### config.mk
export PLATFORM = sky130hd
export DESIGN_NAME = stream_stats_top
export DESIGN_NICKNAME = d
export VERILOG_FILES = /design/src/design/stats_pkg.sv /design/src/design/stat_bus_if.sv /design/src/design/stream_ctrl.sv /design/src/design/energy_accum.sv /design/src/design/peak_track.sv /design/src/design/result_queue.sv /design/src/design/stream_stats_top.sv
export VERILOG_INCLUDE_DIRS = /design/src /design/src/design
export SDC_FILE = /design/constraint.sdc
export NUM_CORES = 1
export LEC_CHECK = 0
export BUFFER_PORTS_ARGS = -buffer_cell sky130_fd_sc_hd__buf_4
export CAP_MARGIN = 20
export CORE_MARGIN = 3
export CORE_UTILIZATION = 50
export CTS_CLUSTER_DIAMETER = 100
export DETAILED_ROUTE_END_ITERATION = 8
export HOLD_SLACK_MARGIN = 0.06
export PLACE_DENSITY = 0.67
export SLEW_MARGIN = 20
export SYNTH_ARGS = -nofsm -noshare
export SYNTH_HDL_FRONTEND = slang
export SYNTH_SLANG_ARGS = --single-unit
### constraint.sdc
create_clock -name i_clk -period 5.4 [get_ports i_clk]
set_input_delay 0 -clock i_clk [delete_from_list [all_inputs] [get_ports i_clk]]
set_output_delay 0 -clock i_clk [all_outputs]
set_load 0.01 [all_outputs]
### src/design/stats_cfg.svh
`ifndef STATS_CFG_SVH
`define STATS_CFG_SVH

// Input sample width
`define STATS_SAMPLE_W 8
// Sum of squares, room for 256 full-scale samples
`define STATS_ENERGY_W 24
// Per-frame sample count, saturates at all ones
`define STATS_COUNT_W 8
// Result FIFO entries
`define STATS_QUEUE_DEPTH 4

`endif

### src/design/stats_pkg.sv
`default_nettype none

`include "stats_cfg.svh"

package stats_pkg;

	// One stream sample
	typedef logic [`STATS_SAMPLE_W-1:0] sample_t;

	// Per-frame statistics, energy in the top bits
	typedef struct packed {
		logic [`STATS_ENERGY_W-1:0] energy;
		sample_t                    peak;
		logic [`STATS_COUNT_W-1:0]  count;
	} result_t;

endpackage

`default_nettype wire

### src/design/stat_bus_if.sv
`timescale 1ns/1ns
`default_nettype none

// One broadcast leg from the control stage to a statistics unit
interface stat_bus_if;
	import stats_pkg::*;

	logic    rdy;
	logic    ack;
	sample_t sample;
	// Closes the current frame
	logic    last;

	// Control side holds rdy and data until ack
	modport ctrl (output rdy, output sample, output last, input ack);

	modport unit (input rdy, input sample, input last, output ack);

endinterface

`default_nettype wire

### src/design/stream_ctrl.sv
`timescale 1ns/1ns
`default_nettype none

`include "stats_cfg.svh"

module stream_ctrl (
	input  logic               i_clk,
	input  logic               i_rst,
	input  logic               i_src_rdy,
	output logic               o_src_ack,
	input  stats_pkg::sample_t i_src_sample,
	input  logic               i_src_last,
	stat_bus_if.ctrl           energy_bus,
	stat_bus_if.ctrl           peak_bus,
	input  logic               i_queue_full,
	output logic               o_push
);
	import stats_pkg::*;

	//==========================================================================
	// Forwarding stage and broadcast state
	//==========================================================================
	logic       stage_valid;
	sample_t    stage_sample;
	logic       stage_last;
	// Bit 0 energy leg, bit 1 peak leg
	logic [1:0] acked;
	logic [1:0] acked_nxt;
	logic       send_ok;
	logic       retire;

	//==========================================================================
	// Combinational
	//==========================================================================
	// Closing sample waits for a free result slot
	assign send_ok = stage_valid && !(stage_last && i_queue_full);

	// Legs see the same staged word
	assign energy_bus.rdy    = send_ok && !acked[0];
	assign energy_bus.sample = stage_sample;
	assign energy_bus.last   = stage_last;

	assign peak_bus.rdy    = send_ok && !acked[1];
	assign peak_bus.sample = stage_sample;
	assign peak_bus.last   = stage_last;

	// Acks so far plus this cycle's
	assign acked_nxt = acked | {peak_bus.ack, energy_bus.ack};
	// Retire when the second leg comes in
	assign retire = stage_valid && (&acked_nxt);

	// Stage takes a new word when empty or draining now
	assign o_src_ack = i_src_rdy && (!stage_valid || retire);

	//==========================================================================
	// Sequential
	//==========================================================================
	always_ff @(posedge i_clk or negedge i_rst) begin
		if (!i_rst) begin
			stage_valid <= 1'b0;
		end else if (o_src_ack) begin
			stage_valid <= 1'b1;
		end else if (retire) begin
			stage_valid <= 1'b0;
		end
	end

	// Staged payload, loaded on acceptance only
	always_ff @(posedge i_clk) begin
		if (o_src_ack) begin
			stage_sample <= i_src_sample;
			stage_last   <= i_src_last;
		end
	end

	always_ff @(posedge i_clk or negedge i_rst) begin
		if (!i_rst) begin
			acked <= 2'b00;
		end else if (retire) begin
			acked <= 2'b00;
		end else begin
			acked <= acked_nxt;
		end
	end

	// One-cycle push after a closing sample leaves the stage
	always_ff @(posedge i_clk or negedge i_rst) begin
		if (!i_rst) begin
			o_push <= 1'b0;
		end else begin
			o_push <= retire && stage_last;
		end
	end

endmodule

`default_nettype wire

### src/design/energy_accum.sv
`timescale 1ns/1ns
`default_nettype none

`include "stats_cfg.svh"

module energy_accum (
	input  logic                       i_clk,
	input  logic                       i_rst,
	stat_bus_if.unit                   bus,
	output logic [`STATS_ENERGY_W-1:0] o_energy
);
	import stats_pkg::*;

	localparam int PROD_W = 2 * `STATS_SAMPLE_W;
	localparam int STEP_W = $clog2(`STATS_SAMPLE_W);

	//==========================================================================
	// Multiplier state
	//==========================================================================
	logic                       busy;
	logic [STEP_W-1:0]          step;
	logic [PROD_W-1:0]          mcand;
	sample_t                    mplier;
	logic [PROD_W-1:0]          prod;
	logic [PROD_W-1:0]          prod_nxt;
	logic [`STATS_ENERGY_W-1:0] sum;
	logic [`STATS_ENERGY_W-1:0] sum_nxt;

	// One partial product per cycle, LSB of multiplier first
	assign prod_nxt = prod + (mplier[0] ? mcand : '0);
	assign sum_nxt  = sum + `STATS_ENERGY_W'(prod_nxt);

	// Ack on the final shift-add step
	assign bus.ack = busy && (step == STEP_W'(`STATS_SAMPLE_W - 1));

	always_ff @(posedge i_clk or negedge i_rst) begin
		if (!i_rst) begin
			busy <= 1'b0;
			step <= '0;
		end else if (!busy) begin
			busy <= bus.rdy;
			step <= '0;
		end else begin
			busy <= !bus.ack;
			step <= step + 1'b1;
		end
	end

	// Operands load on a new request, then shift every step
	always_ff @(posedge i_clk) begin
		if (!busy && bus.rdy) begin
			mcand  <= PROD_W'(bus.sample);
			mplier <= bus.sample;
			prod   <= '0;
		end else if (busy) begin
			mcand  <= mcand << 1;
			mplier <= mplier >> 1;
			prod   <= prod_nxt;
		end
	end

	// Running sum, handed to the output at frame end
	always_ff @(posedge i_clk or negedge i_rst) begin
		if (!i_rst) begin
			sum      <= '0;
			o_energy <= '0;
		end else if (bus.ack) begin
			if (bus.last) begin
				o_energy <= sum_nxt;
				sum      <= '0;
			end else begin
				sum <= sum_nxt;
			end
		end
	end

endmodule

`default_nettype wire

### src/design/peak_track.sv
`timescale 1ns/1ns
`default_nettype none

`include "stats_cfg.svh"

module peak_track (
	input  logic                      i_clk,
	input  logic                      i_rst,
	stat_bus_if.unit                  bus,
	output stats_pkg::sample_t        o_peak,
	output logic [`STATS_COUNT_W-1:0] o_count
);
	import stats_pkg::*;

	sample_t                   run_peak;
	sample_t                   peak_nxt;
	logic [`STATS_COUNT_W-1:0] run_count;
	logic [`STATS_COUNT_W-1:0] count_nxt;

	// No latency here, take the sample as soon as offered
	assign bus.ack = bus.rdy;

	assign peak_nxt  = (bus.sample > run_peak) ? bus.sample : run_peak;
	// Hold at all ones
	assign count_nxt = (&run_count) ? run_count : run_count + 1'b1;

	always_ff @(posedge i_clk or negedge i_rst) begin
		if (!i_rst) begin
			run_peak  <= '0;
			run_count <= '0;
			o_peak    <= '0;
			o_count   <= '0;
		end else if (bus.ack) begin
			if (bus.last) begin
				// Publish, next frame starts from zero
				o_peak    <= peak_nxt;
				o_count   <= count_nxt;
				run_peak  <= '0;
				run_count <= '0;
			end else begin
				run_peak  <= peak_nxt;
				run_count <= count_nxt;
			end
		end
	end

endmodule

`default_nettype wire

### src/design/result_queue.sv
`timescale 1ns/1ns
`default_nettype none

`include "stats_cfg.svh"

module result_queue #(
	parameter int DEPTH = `STATS_QUEUE_DEPTH
) (
	input  logic                       i_clk,
	input  logic                       i_rst,
	input  logic                       i_push,
	input  logic [`STATS_ENERGY_W-1:0] i_energy,
	input  stats_pkg::sample_t         i_peak,
	input  logic [`STATS_COUNT_W-1:0]  i_count,
	output logic                       o_full,
	output logic                       o_dst_rdy,
	input  logic                       i_dst_ack,
	output stats_pkg::result_t         o_dst_result
);
	import stats_pkg::*;

	localparam int PTR_W = (DEPTH > 1) ? $clog2(DEPTH) : 1;
	localparam int CNT_W = $clog2(DEPTH + 1);

	result_t            mem [DEPTH];
	logic [PTR_W-1:0]   wr_ptr;
	logic [PTR_W-1:0]   rd_ptr;
	// Entries held, counts up on push and down on pop
	logic [CNT_W-1:0]   used;
	logic               pop;

	assign pop          = o_dst_rdy && i_dst_ack;
	assign o_dst_rdy    = (used != '0);
	assign o_dst_result = mem[rd_ptr];
	// A push in flight already takes the last slot
	assign o_full = (used == CNT_W'(DEPTH)) || (i_push && used == CNT_W'(DEPTH - 1));

	always_ff @(posedge i_clk) begin
		if (i_push) begin
			mem[wr_ptr] <= '{energy: i_energy, peak: i_peak, count: i_count};
		end
	end

	always_ff @(posedge i_clk or negedge i_rst) begin
		if (!i_rst) begin
			wr_ptr <= '0;
			rd_ptr <= '0;
			used   <= '0;
		end else begin
			if (i_push) begin
				wr_ptr <= (wr_ptr == PTR_W'(DEPTH - 1)) ? '0 : wr_ptr + 1'b1;
			end
			if (pop) begin
				rd_ptr <= (rd_ptr == PTR_W'(DEPTH - 1)) ? '0 : rd_ptr + 1'b1;
			end
			// Simultaneous push and pop leave the count alone
			if (i_push && !pop) begin
				used <= used + 1'b1;
			end else if (pop && !i_push) begin
				used <= used - 1'b1;
			end
		end
	end

endmodule

`default_nettype wire

### src/design/stream_stats_top.sv
`timescale 1ns/1ns
`default_nettype none

`include "stats_cfg.svh"

module stream_stats_top (
	input  logic                       i_clk,
	input  logic                       i_rst,
	input  logic                       i_src_rdy,
	output logic                       o_src_ack,
	input  logic [`STATS_SAMPLE_W-1:0] i_src_sample,
	input  logic                       i_src_last,
	output logic                       o_dst_rdy,
	input  logic                       i_dst_ack,
	output logic [`STATS_ENERGY_W-1:0] o_dst_energy,
	output logic [`STATS_SAMPLE_W-1:0] o_dst_peak,
	output logic [`STATS_COUNT_W-1:0]  o_dst_count
);
	import stats_pkg::*;

	//==========================================================================
	// Interconnect
	//==========================================================================
	stat_bus_if energy_bus ();
	stat_bus_if peak_bus ();

	logic                       push;
	logic                       queue_full;
	logic [`STATS_ENERGY_W-1:0] energy;
	sample_t                    peak;
	logic [`STATS_COUNT_W-1:0]  count;
	result_t                    dst_result;

	//==========================================================================
	// Units
	//==========================================================================
	stream_ctrl u_ctrl (
		.i_clk        (i_clk),
		.i_rst        (i_rst),
		.i_src_rdy    (i_src_rdy),
		.o_src_ack    (o_src_ack),
		.i_src_sample (i_src_sample),
		.i_src_last   (i_src_last),
		.energy_bus   (energy_bus.ctrl),
		.peak_bus     (peak_bus.ctrl),
		.i_queue_full (queue_full),
		.o_push       (push)
	);

	energy_accum u_energy (.i_clk(i_clk), .i_rst(i_rst), .bus(energy_bus.unit), .o_energy(energy));

	peak_track u_peak (
		.i_clk   (i_clk),
		.i_rst   (i_rst),
		.bus     (peak_bus.unit),
		.o_peak  (peak),
		.o_count (count)
	);

	result_queue #(.DEPTH(`STATS_QUEUE_DEPTH)) u_queue (
		.i_clk        (i_clk),
		.i_rst        (i_rst),
		.i_push       (push),
		.i_energy     (energy),
		.i_peak       (peak),
		.i_count      (count),
		.o_full       (queue_full),
		.o_dst_rdy    (o_dst_rdy),
		.i_dst_ack    (i_dst_ack),
		.o_dst_result (dst_result)
	);

	// Result fields out as plain ports
	assign o_dst_energy = dst_result.energy;
	assign o_dst_peak   = dst_result.peak;
	assign o_dst_count  = dst_result.count;

endmodule

`default_nettype wire

==> results of run 1 <==
-- layer usage --
| layer | track usage (%) | vias up | share of wire (%) |
|---|---|---|---|
| met5 | 0 | - | 0 |
| li1 | - | 4049 | - |
| met3 | 2.33 | 34 | 4.1 |
| met1 | 28.2 | 4241 | 49 |
| met4 | 4.32 | 0 | 1.8 |
| met2 | 27.5 | 185 | 45 |
-- where the power goes --
| part | leakage [nW] | internal (mW) | switching [mW] |
|---|---|---|---|
| Clock | 0.510 | 1.27 | 0.866 |
| Combinational | 2.44 | 1.41 | 1.76 |
| Sequential | 3.16 | 3.06 | 0.389 |
| Total | 6.11 | 5.74 | 3.01 |
-- worst reg2reg max path: cells and delay by family (launching register included) --
family,cells,cell delay (ps)
AOI/OAI and AO/OA,6,1120
xor gates and xnor gates,1,100
adders and majority gates,3,1010
buffers and inverters,1,50
DFF,1,540
and+or+nand+nor,5,1220
-- flip-flops by register name, summed over array words and instances (netlist names), 8 cells and up --
register / cells
u_ctrl.energy_bus.sample: 8
u_energy.sum: 24
u_peak.o_peak: 8
u_peak.run_count: 8
u_energy.o_energy: 24
u_queue.mem: 160
u_energy.mplier: 8
u_peak.o_count: 8
u_energy.prod: 16
u_energy.mcand: 16
u_peak.run_peak: 8
-- through the flow --
step | setup WS [ps] | power, mW | hold slack [ps] | std cells
6_report | 1260 | 8.76 | 154 | 1479
5_1_grt | 732 | 9.30 | 133 | 1479
4_1_cts | 1210 | 8.81 | 124 | 1478
3_3_place_gp | 1340 | 6.56 | -24.6 | 1406
2_1_floorplan | 1560 | 5.71 | -296 | 1011
3_5_place_dp | 1230 | 6.63 | -24.0 | 1406
-- cell usage after synthesis (all sizes together) (24+ instances only) --
cell type and instances:
a21oi 36, a22o 30, and2 27, dfrtp 95
dfxtp 24, edfxtp 185, ha 51, inv 32
mux2 24, mux4 40, nand2 86, nand4 25
nor2 33, o21ai 49
-- cells by family after synthesis --
kind of cell,count (synthesis)
xor+xnor,32
fa+ha+maj,54
flops,304
compound gates,225
mux,66
buf+inv,77
simple gates,253
-- final cells by class --
type	instances	area [µm²]	area share, %
Sequential cell	304	8410	53.1
Multi-Input combinational cell	630	5130	32.4
Clock buffer	45	878	5.55
Timing Repair Buffer	82	661	4.17
Tap cell	372	465	2.94
Clock inverter	13	160	1.01
Inverter	33	125	0.790
-- repair_timing --
| item | 4_1_cts | 5_1_grt |
|---|---|---|
| hold buffers | 14 | 0 |
| setup buffers | 0 | 0 |
| endpoints found under the hold margin | 54 | 0 |
-- how the worst max path moves through the flow --
stage / startpoint / end / slack, ps / depth (start not counted)
floorplan: u_energy.mplier[0] / u_energy.sum[16] / 1560 / 18
finish: u_energy.mplier[0] / u_energy.sum[16] / 1260 / 16
global placement: u_energy.mplier[0] / u_energy.o_energy[13] / 1340 / 16
detailed placement: u_energy.mplier[0] / u_energy.o_energy[13] / 1230 / 16
global route: u_energy.mplier[0] / u_energy.o_energy[13] / 730 / 16
CTS: u_energy.mplier[0] / u_energy.o_energy[13] / 1210 / 16
==> results.sh, run 1 <==
export IMPL_clock_latency_ps=560
export IMPL_cts_tree="yes"
export IMPL_final_max_slew_viol_count=0
export IMPL_postRouteAntennaNets=0
export IMPL_fin_nets=1149
export IMPL_cts_buffers_inserted=31
export IMPL_yosys_area_share_adder_pct=5.02
export IMPL_die_width_um=173
export IMPL_min_delay_worst_endpoint="u_ctrl.energy_bus.sample[5]"
export IMPL_initial_core_util_pct=51.3
export IMPL_wirelength_um=27300
export IMPL_core_rowCount=60
export IMPL_synthFlopType="edfxtp_1"
export IMPL_power_density_nw_per_um2=553
export IMPL_synth_area_leaders="edfxtp_1, dfrtp_1, mux4_2"
export IMPL_min_path_type="input port to register"
export IMPL_synth_compound_area_share_pct=11.8
export IMPL_critPathKind="register to register"
export IMPL_slew_headroom_pct=44.6
export IMPL_hp_start="i_src_sample[5]"
export IMPL_timing_final_crit_share_pct=76.7
export IMPL_area_delta_synth_final_pct=14.0
export IMPL_avgSynthCellArea_um2=13.7
export IMPL_drc=0
export IMPL_yosys_area_top_type="edfxtp_1"
export IMPL_clock_skew_ps=11.8
export IMPL_cts_clk_slew_worst_paths_ps=60
export IMPL_dr_pass1_iters=5
export IMPL_irDropWorstVdd_v=0.000292
export IMPL_grt_pass1_wl_um=44900
export IMPL_routed_via_density=5.75
export IMPL_htree_levels=1
export IMPL_fmax_mhz=242
export IMPL_synth_seq_cells=304
export IMPL_crit_family="simple AND/OR/NAND/NOR gates"
export IMPL_routabilityCongestion=0.859
export IMPL_synth_top_family_by_area="compound AO/OA/AOI/OAI gates"
export IMPL_rsz0062_at_grt="no"
export IMPL_core_area_um2=27100
export IMPL_clockBufferDepth=3
export IMPL_syn_inst=1011
export IMPL_vias=8509
export IMPL_drv_cap=0
export IMPL_fin_crit_ps=4140
export IMPL_syn_num_nets=1078
export IMPL_first_global_vias=8169
export IMPL_layout_commonest_cell="edfxtp_1"
export IMPL_dieArea_um2=29800
export IMPL_synth_edf_count=185
export IMPL_yosysTopAreaCellShare_pct=40.0
export IMPL_fillers=2147
export IMPL_min_path_cells=2
export IMPL_max_slew_worst_pin_slew_ps=831
export IMPL_dp_hpwl_um=17800
export IMPL_required_ps=5850
export IMPL_ys_warn_count=0
export IMPL_yosysUniqueCellTypes=87
export IMPL_synth_simple_area_share_pct=9.52
export IMPL_worst_r2r_path_depth=16
export IMPL_io_pins=55
export IMPL_fin_tns_setup_ps=0
export IMPL_regToRegStartpoint="u_energy.mplier[0]"
export IMPL_critical_path_buf_inv_count=1
export IMPL_overflow=0
export IMPL_setup_viol=0
export IMPL_hold_violations=0
export IMPL_dieHeight_um=173
export IMPL_path_max_fanout=16
export IMPL_placed_area_um2=14600
export IMPL_crit_path_start_kind="register"
export IMPL_cts_root_buf="clkbuf_16"
export IMPL_grt_util_all_layers_pct=18.2
export IMPL_final_cell_area_um2=15800
export IMPL_syn_area_um2=13900
export IMPL_endpoint_kind="register"
export IMPL_diodes=0
export IMPL_cts_resized_gates=0
export IMPL_cpPeakStageDelay_ps=540
export IMPL_mostFrequentLayoutCells="edfxtp_1, dfrtp_1, nand2_1"
export IMPL_final_core_utilization_pct=58.4
export IMPL_rr_endpoint="u_energy.sum[16]"
export IMPL_synth_mux_area_share_pct=8.57
export IMPL_drive_gt1_share_pct=19.3
export IMPL_async_flop_share_pct=31.3
export IMPL_wl_per_cell_um=18.5
export IMPL_synth_xor_area_share_pct=2.02
export IMPL_worstPathCellList="and2_1 > ha_1 > inv_1 > fa_1 > nor2b_1 > o21ai_1 > a21oi_1 > o31ai_4 > o21ai_0 > xor2_1 > ha_1 > and4_1 > and2_0 > and4_1 > o31ai_1 > a21bo_2"
export IMPL_cp_slowest_cell="edfxtp_1"
export IMPL_status="completed"
export IMPL_antenna_found_initial=0
export IMPL_grt_max_degree=64
export IMPL_power_leakage_nw=6.11
export IMPL_cp_arrival_ps=4590
export IMPL_drtIter0Drc=655
export IMPL_cts_sinks=304
export IMPL_portBuffers=54
export IMPL_ff2ff_setup_slack_ps=1260
export IMPL_ys_seq_area_share_pct=60.5
(Power assumes the default switching activity.)
==> run 2: changes to the inputs <==
==> constraint.sdc (replaced) <==
create_clock -name i_clk -period 4.2 [get_ports i_clk]
set_input_delay 0 -clock i_clk [delete_from_list [all_inputs] [get_ports i_clk]]
set_output_delay 0 -clock i_clk [all_outputs]
set_load 0.01 [all_outputs]
==> run 2 against run 1 <==
Sequential share of layout area increased by 0.29 points. Cell count about the same. Register-to-register slack got worse by 940 ps. Design area down 0.54%. Clock power increased by 19%. Count of clock-buffer cells in the layout decreased by 4. Routed wire length down 1.3%. Critical path depth fell by 1. Critical path type unchanged. Highest routed layer unchanged.
==> results.sh, run 2 (synthesized netlist as in run 1, its figures left out) <==
export IMPL_status="completed"
export IMPL_grt_max_degree=58
export IMPL_cpPeakStageDelay_ps=470
export IMPL_first_global_vias=8412
export IMPL_worstPathCellList="buf_4 > nand2_1 > inv_1 > ha_1 > a21o_1 > a21oi_2 > o31ai_2 > xor2_1 > ha_1 > and3_1 > a211oi_2 > a21oi_1 > and4_2 > o21ai_0 > a21bo_2"
export IMPL_overflow=0
export IMPL_cts_buffers_inserted=30
export IMPL_drive_gt1_share_pct=19.7
export IMPL_initial_core_util_pct=51.3
export IMPL_rsz0062_at_grt="no"
export IMPL_cts_clk_slew_worst_paths_ps=70
export IMPL_area_delta_synth_final_pct=13.3
export IMPL_wl_met3_um=1330
export IMPL_die_width_um=173
export IMPL_postRouteAntennaNets=0
export IMPL_final_core_utilization_pct=58.1
export IMPL_dieArea_um2=29800
export IMPL_drv_cap=0
export IMPL_route_met2_wl_um=12400
export IMPL_fin_nets=1149
export IMPL_post_cts_buffers=0
export IMPL_diodes=0
export IMPL_netSwitchingFraction_pct=34.7
export IMPL_mostFrequentLayoutCells="edfxtp_1, dfrtp_1, nand2_1"
export IMPL_htree_levels=1
export IMPL_clock_latency_ps=550
export IMPL_io_pins=55
export IMPL_vias=8522
export IMPL_layout_commonest_cell="edfxtp_1"
export IMPL_required_ps=4640
export IMPL_p_sw_mw=3.84
export IMPL_core_area_um2=27100
export IMPL_path_max_fanout=15
export IMPL_hold_violations=0
export IMPL_wl_per_cell_um=18.3
export IMPL_routabilityCongestion=0.857
export IMPL_clockPowerShare_pct=23.0
export IMPL_grt_pass1_wl_um=44900
export IMPL_power_density_nw_per_um2=702
export IMPL_dr_pass1_iters=5
export IMPL_largest_register="u_queue.mem"
export IMPL_top_layer="met4"
export IMPL_power_leakage_nw=6.05
export IMPL_drtIter0Drc=739
export IMPL_internal_power_mw=7.22
export IMPL_fillers=2157
export IMPL_setup_viol=0
export IMPL_fin_tns_setup_ps=0
export IMPL_combPwrFrac_pct=36.6
export IMPL_dp_hpwl_um=18200
export IMPL_wirelength_um=27000
export IMPL_timing_final_crit_share_pct=92.5
export IMPL_portBuffers=54
export IMPL_p_seq_share_pct=40.4
export IMPL_critPathKind="register to register"
export IMPL_dieHeight_um=173
export IMPL_antenna_found_initial=0
export IMPL_cp_arrival_ps=4330
export IMPL_slew_headroom_pct=29.1
export IMPL_cp_common_cell="ha_1"
export IMPL_clock_skew_ps=12.6
export IMPL_reg_top3="u_queue.mem: 160 flops, u_energy.o_energy: 24 flops, u_energy.sum: 24 flops"
export IMPL_met1_length_um=12900
export IMPL_routed_via_density=5.77
export IMPL_fmax_mhz=257
export IMPL_crit_path_start_kind="register"
export IMPL_drc=0
export IMPL_cts_root_buf="clkbuf_16"
export IMPL_fin_crit_ps=3880
export IMPL_min_path_type="input port to async pin"
export IMPL_cts_sinks=304
export IMPL_clockBufferDepth=3
export IMPL_max_slew_worst_pin_slew_ps=1060
export IMPL_largest_reg_flops=160
export IMPL_core_rowCount=60
export IMPL_final_max_slew_viol_count=0
export IMPL_cp_slowest_cell="o31ai_2"
export IMPL_irDropWorstVdd_v=0.000367
export IMPL_endpoint_kind="register"
export IMPL_grt_util_all_layers_pct=18.2
export IMPL_worst_r2r_path_depth=15
export IMPL_cts_tree="yes"
[run 2: final timing paths]
kind	startpoint	end	slack [ps]
worst max-delay path	u_energy.mplier[0]	u_energy.sum[16]	320
worst min-delay path	i_rst	u_peak.run_count[1]	70
worst max register to register	u_energy.mplier[0]	u_energy.sum[16]	320
worst min register to register	u_energy.step[0]	u_energy.step[0]	440
max in group asynchronous	i_rst	u_queue.rd_ptr[0]	3110
min in group i_clk	i_src_sample[4]	u_ctrl.energy_bus.sample[4]	170
[run 2: layout make-up]
cell class                      count  area (µm²)  area share [%]
Inverter                           33         125           0.794
Clock inverter                     15         144           0.914
Clock buffer                       41         802            5.09
Multi-Input combinational cell    630        5150            32.7
Sequential cell                   304        8410            53.4
Tap cell                          372         465            2.96
Timing Repair Buffer               83         653            4.15
[run 2: worst max-delay path: cells and delay by family, from the launching register on]
kind                     cells  cell delay [ps]
AO/OA/AOI/OAI                7             1600
buffers and inverters        2              240
adder cells (fa/ha/maj)      2              630
flip-flops                   1              390
AND/OR/NAND/NOR              3              610
XOR/XNOR                     1              310
[run 2: power by group through the flow]
stage          sequential (mW)  combinational, mW  clock, mW
3_5_place_dp              4.53               4.02          0
4_1_cts                   4.48               4.05       2.61
6_report                  4.47               4.05       2.54
5_1_grt                   4.57               4.50       2.74
3_3_place_gp              4.51               3.97          0
2_1_floorplan             4.28               3.06          0
[run 2: repair_timing]
item / CTS / global route
hold buffers: 12 / 0
endpoints found under the setup margin: 0 / 15
hold endpoints to repair: 69 / 0
resized for setup: 0 / 5
[run 2: through the flow]
stage	cell area [µm²]	hold slack, ps	setup WS [ps]	power [mW]	instances
6_report	15800	65.8	316	11.1	1478
2_1_floorplan	13900	-296	359	7.34	1011
3_5_place_dp	14700	119	256	8.56	1410
4_1_cts	15700	87.3	230	11.1	1478
5_1_grt	15800	136	11.4	11.8	1478
3_3_place_gp	14700	126	353	8.48	1410
[run 2: metal layers]
| layer | vias to the layer above | track usage (%) |
|---|---|---|
| met1 | 4250 | 27.8 |
| li1 | 4045 | - |
| met5 | - | 0 |
| met3 | 29 | 2.50 |
| met4 | 0 | 3.72 |
| met2 | 198 | 28.3 |
==> run 3: changes to the inputs <==
--- a/config.mk
+++ b/config.mk
@@ -6,11 +6,13 @@
 export SDC_FILE = /design/constraint.sdc
 export NUM_CORES = 1
 export LEC_CHECK = 0
+export ABC_AREA = 1
 export BUFFER_PORTS_ARGS = -buffer_cell sky130_fd_sc_hd__buf_4
 export CAP_MARGIN = 20
 export CORE_MARGIN = 3
 export CORE_UTILIZATION = 50
 export CTS_CLUSTER_DIAMETER = 100
+export CTS_CLUSTER_SIZE = 12
 export DETAILED_ROUTE_END_ITERATION = 8
 export HOLD_SLACK_MARGIN = 0.06
 export PLACE_DENSITY = 0.67
==> run 3 against run 2 <==
Hold slack improved by 88 ps. Critical path type unchanged. Synthesized cell count rose by 52%. First-iteration DRC count fell by 7.8%. Register-to-register slack improved by 340 ps. Cell count rose by 36%. Design area rose by 2.4%. Utilization fell by 0.54 points. Clock skew rose by 5.2 ps.
==> results.sh, run 3 <==
export IMPL_status="completed"
export IMPL_layoutNonFillerInstCount=2006
export IMPL_diodes=0
export IMPL_htree_levels=1
export IMPL_cts_resized_gates=0
export IMPL_syn_area_um2=14300
export IMPL_hold_violations=0
export IMPL_drtIter0Drc=681
export IMPL_syn_num_nets=1602
export IMPL_slew_headroom_pct=31.5
export IMPL_placed_area_um2=15100
export IMPL_largest_register="u_queue.mem"
export IMPL_clockBufferDepth=3
export IMPL_endpoint_kind="register"
export IMPL_wirelength_um=31200
export IMPL_grt_util_all_layers_pct=20.4
export IMPL_first_global_vias=10101
export IMPL_yosys_area_top_type="edfxtp_1"
export IMPL_io_pins=55
export IMPL_fillers=2433
export IMPL_max_slew_worst_pin_slew_ps=1030
export IMPL_min_path_type="input port to register"
export IMPL_synthFlopType="edfxtp_1"
export IMPL_critical_path_startpoint="u_energy.mplier[0]"
export IMPL_place_ws_ps=432
export IMPL_setup_viol=0
export IMPL_min_path_cells=2
export IMPL_ys_seq_area_share_pct=58.7
export IMPL_irDropWorstVdd_v=0.000443
export IMPL_mostFrequentLayoutCells="nand2_1, edfxtp_1, inv_1"
export IMPL_reg_top3="u_queue.mem: 160 flops, u_energy.o_energy: 24 flops, u_energy.sum: 24 flops"
export IMPL_grt_pass1_wl_um=51400
export IMPL_path_max_fanout=6
export IMPL_power_leakage_nw=7.33
export IMPL_power_density_nw_per_um2=750
export IMPL_fin_tns_setup_ps=0
export IMPL_crit_path_start_kind="register"
export IMPL_largest_reg_flops=160
export IMPL_hp_start="i_src_sample[1]"
export IMPL_regToRegStartpoint="u_energy.mplier[0]"
export IMPL_dr_pass1_iters=4
export IMPL_core_area_um2=28000
export IMPL_cts_clk_slew_worst_paths_ps=60
export IMPL_clock_latency_ps=560
export IMPL_rr_endpoint="u_energy.sum[17]"
export IMPL_final_cell_area_um2=16100
export IMPL_crit_family="simple AND/OR/NAND/NOR gates"
export IMPL_ys_warn_count=0
export IMPL_synth_edf_count=185
export IMPL_cts_buffers_inserted=29
export IMPL_routed_via_density=5.19
export IMPL_overflow=0
export IMPL_async_flop_share_pct=31.3
export IMPL_clock_skew_ps=17.8
export IMPL_cts_sinks=304
export IMPL_cpPeakStageDelay_ps=420
export IMPL_synth_seq_cells=304
export IMPL_cts_root_buf="clkbuf_16"
export IMPL_rsz0062_at_grt="no"
export IMPL_avgSynthCellArea_um2=9.34
export IMPL_cts_tree="yes"
export IMPL_yosysUniqueCellTypes=40
export IMPL_area_delta_synth_final_pct=12.5
export IMPL_fmax_mhz=282
export IMPL_final_max_slew_viol_count=0
export IMPL_grt_max_degree=83
export IMPL_dieArea_um2=30700
export IMPL_fin_nets=1672
export IMPL_worst_r2r_path_depth=20
export IMPL_synth_common_cells="nand2_1, edfxtp_1, inv_1"
export IMPL_initial_core_util_pct=51.2
export IMPL_dp_hpwl_um=21200
export IMPL_required_ps=4640
export IMPL_cp_arrival_ps=3980
export IMPL_yosysMostFrequentCell="nand2_1"
export IMPL_power_mw=12.1
export IMPL_yosysTopAreaCellShare_pct=38.8
export IMPL_dp_cells=1936
export IMPL_min_delay_worst_endpoint="u_ctrl.energy_bus.sample[1]"
export IMPL_syn_inst=1535
export IMPL_die_width_um=175
export IMPL_cp_slowest_cell="edfxtp_1"
export IMPL_portBuffers=54
export IMPL_antenna_found_initial=0
export IMPL_critical_path_buf_inv_count=2
export IMPL_core_rowCount=61
export IMPL_wl_per_cell_um=15.6
export IMPL_ff2ff_setup_slack_ps=660
export IMPL_drive_gt1_share_pct=7.68
export IMPL_cp_common_cell="nand2_1"
export IMPL_routabilityCongestion=0.957
export IMPL_postRouteAntennaNets=0
export IMPL_dieHeight_um=175
export IMPL_vias=10421
export IMPL_fin_crit_ps=3540
export IMPL_drv_cap=0
export IMPL_synth_area_leaders="edfxtp_1, dfrtp_1, nand2_1"
export IMPL_worstPathCellList="buf_4 > nand2_1 > inv_1 > ha_1 > a21oi_1 > nand2_1 > nand3_1 > nand2_1 > or2_0 > and2_1 > ha_1 > nand2_1 > nor2_1 > nand3_1 > nand3_1 > nand2_1 > nand2_1 > nand2_1 > nand3_1 > nand2_1"
export IMPL_timing_final_crit_share_pct=84.4
export IMPL_critPathKind="register to register"
export IMPL_fin_ws_ps=657
export IMPL_drc=0
export IMPL_layout_commonest_cell="nand2_1"
[run 3: cell count changes in the layout (fill, tap and decap cells not counted), moves of 15 or more]
cell,change
mux2_2,-23
nor2_1,+103
a22o_1,-29
o21ai_0,+93
nand2_1,+346
o22ai_1,+42
inv_1,+131
nand3_1,+82
mux4_2,-40
a21o_1,-15
[run 3: kinds of logic (layout without fill, tap and decap cells)]
family,Yosys count,in the layout,synth area share (%)
compound gates,221,221,8.23
xor+xnor,19,19,1.16
fa+ha+maj,54,54,4.87
buf+inv,216,309,5.97
flops,304,304,58.7
mux,1,1,0.0786
simple gates,720,720,21.0
[run 3: through the flow]
| step | hold slack [ps] | utilization [%] |
|---|---|---|
| 3_5_place_dp | 62.4 | 54.0 |
| 2_1_floorplan | -296 | - |
| 6_report | 154 | 57.6 |
| 3_3_place_gp | 59.6 | 54.0 |
| 5_1_grt | 146 | 57.6 |
| 4_1_cts | 133 | 57.5 |
[run 3: repair_timing]
action / 4_1_cts / 5_1_grt
hold buffers: 14 / 0
hold endpoints to repair: 71 / 0
setup buffers: 0 / 2
endpoints found under the setup margin: 0 / 2
[run 3: worst max path at each step]
stage / cells after the start / slack [ps] / end
finish: 20 / 660 / u_energy.sum[17]
global route: 24 / 340 / u_energy.o_energy[22]
CTS: 24 / 400 / u_energy.sum[17]
detailed placement: 24 / 430 / u_energy.sum[17]
global placement: 24 / 480 / u_energy.o_energy[17]
floorplan: 26 / 810 / u_energy.o_energy[19]
[run 3: final cells by class]
type / instances / area, µm² / area share, %
multi-input combinational: 1015 / 5060 / 31.4
tap: 378 / 473 / 2.93
inverter: 170 / 643 / 3.99
clock buffer: 52 / 812 / 5.04
sequential: 304 / 8410 / 52.2
timing repair buffer: 85 / 691 / 4.28
clock inverter: 2 / 28.8 / 0.178
[run 3: where the power goes]
group | switching (mW) | internal [mW]
combinational | 3.40 | 1.85
clock | 1.08 | 1.31
sequential | 0.455 | 4.02
total | 4.93 | 7.17
[run 3: per-layer routing]
metal | share of wire (%) | wire, µm | global-route usage (%)
met1 | 48 | 14900 | 29.4
met2 | 47 | 14600 | 33.7
met3 | 3.9 | 1200 | 2.40
met4 | 1.5 | 483 | 3.89
met5 | 0 | 0 | 0
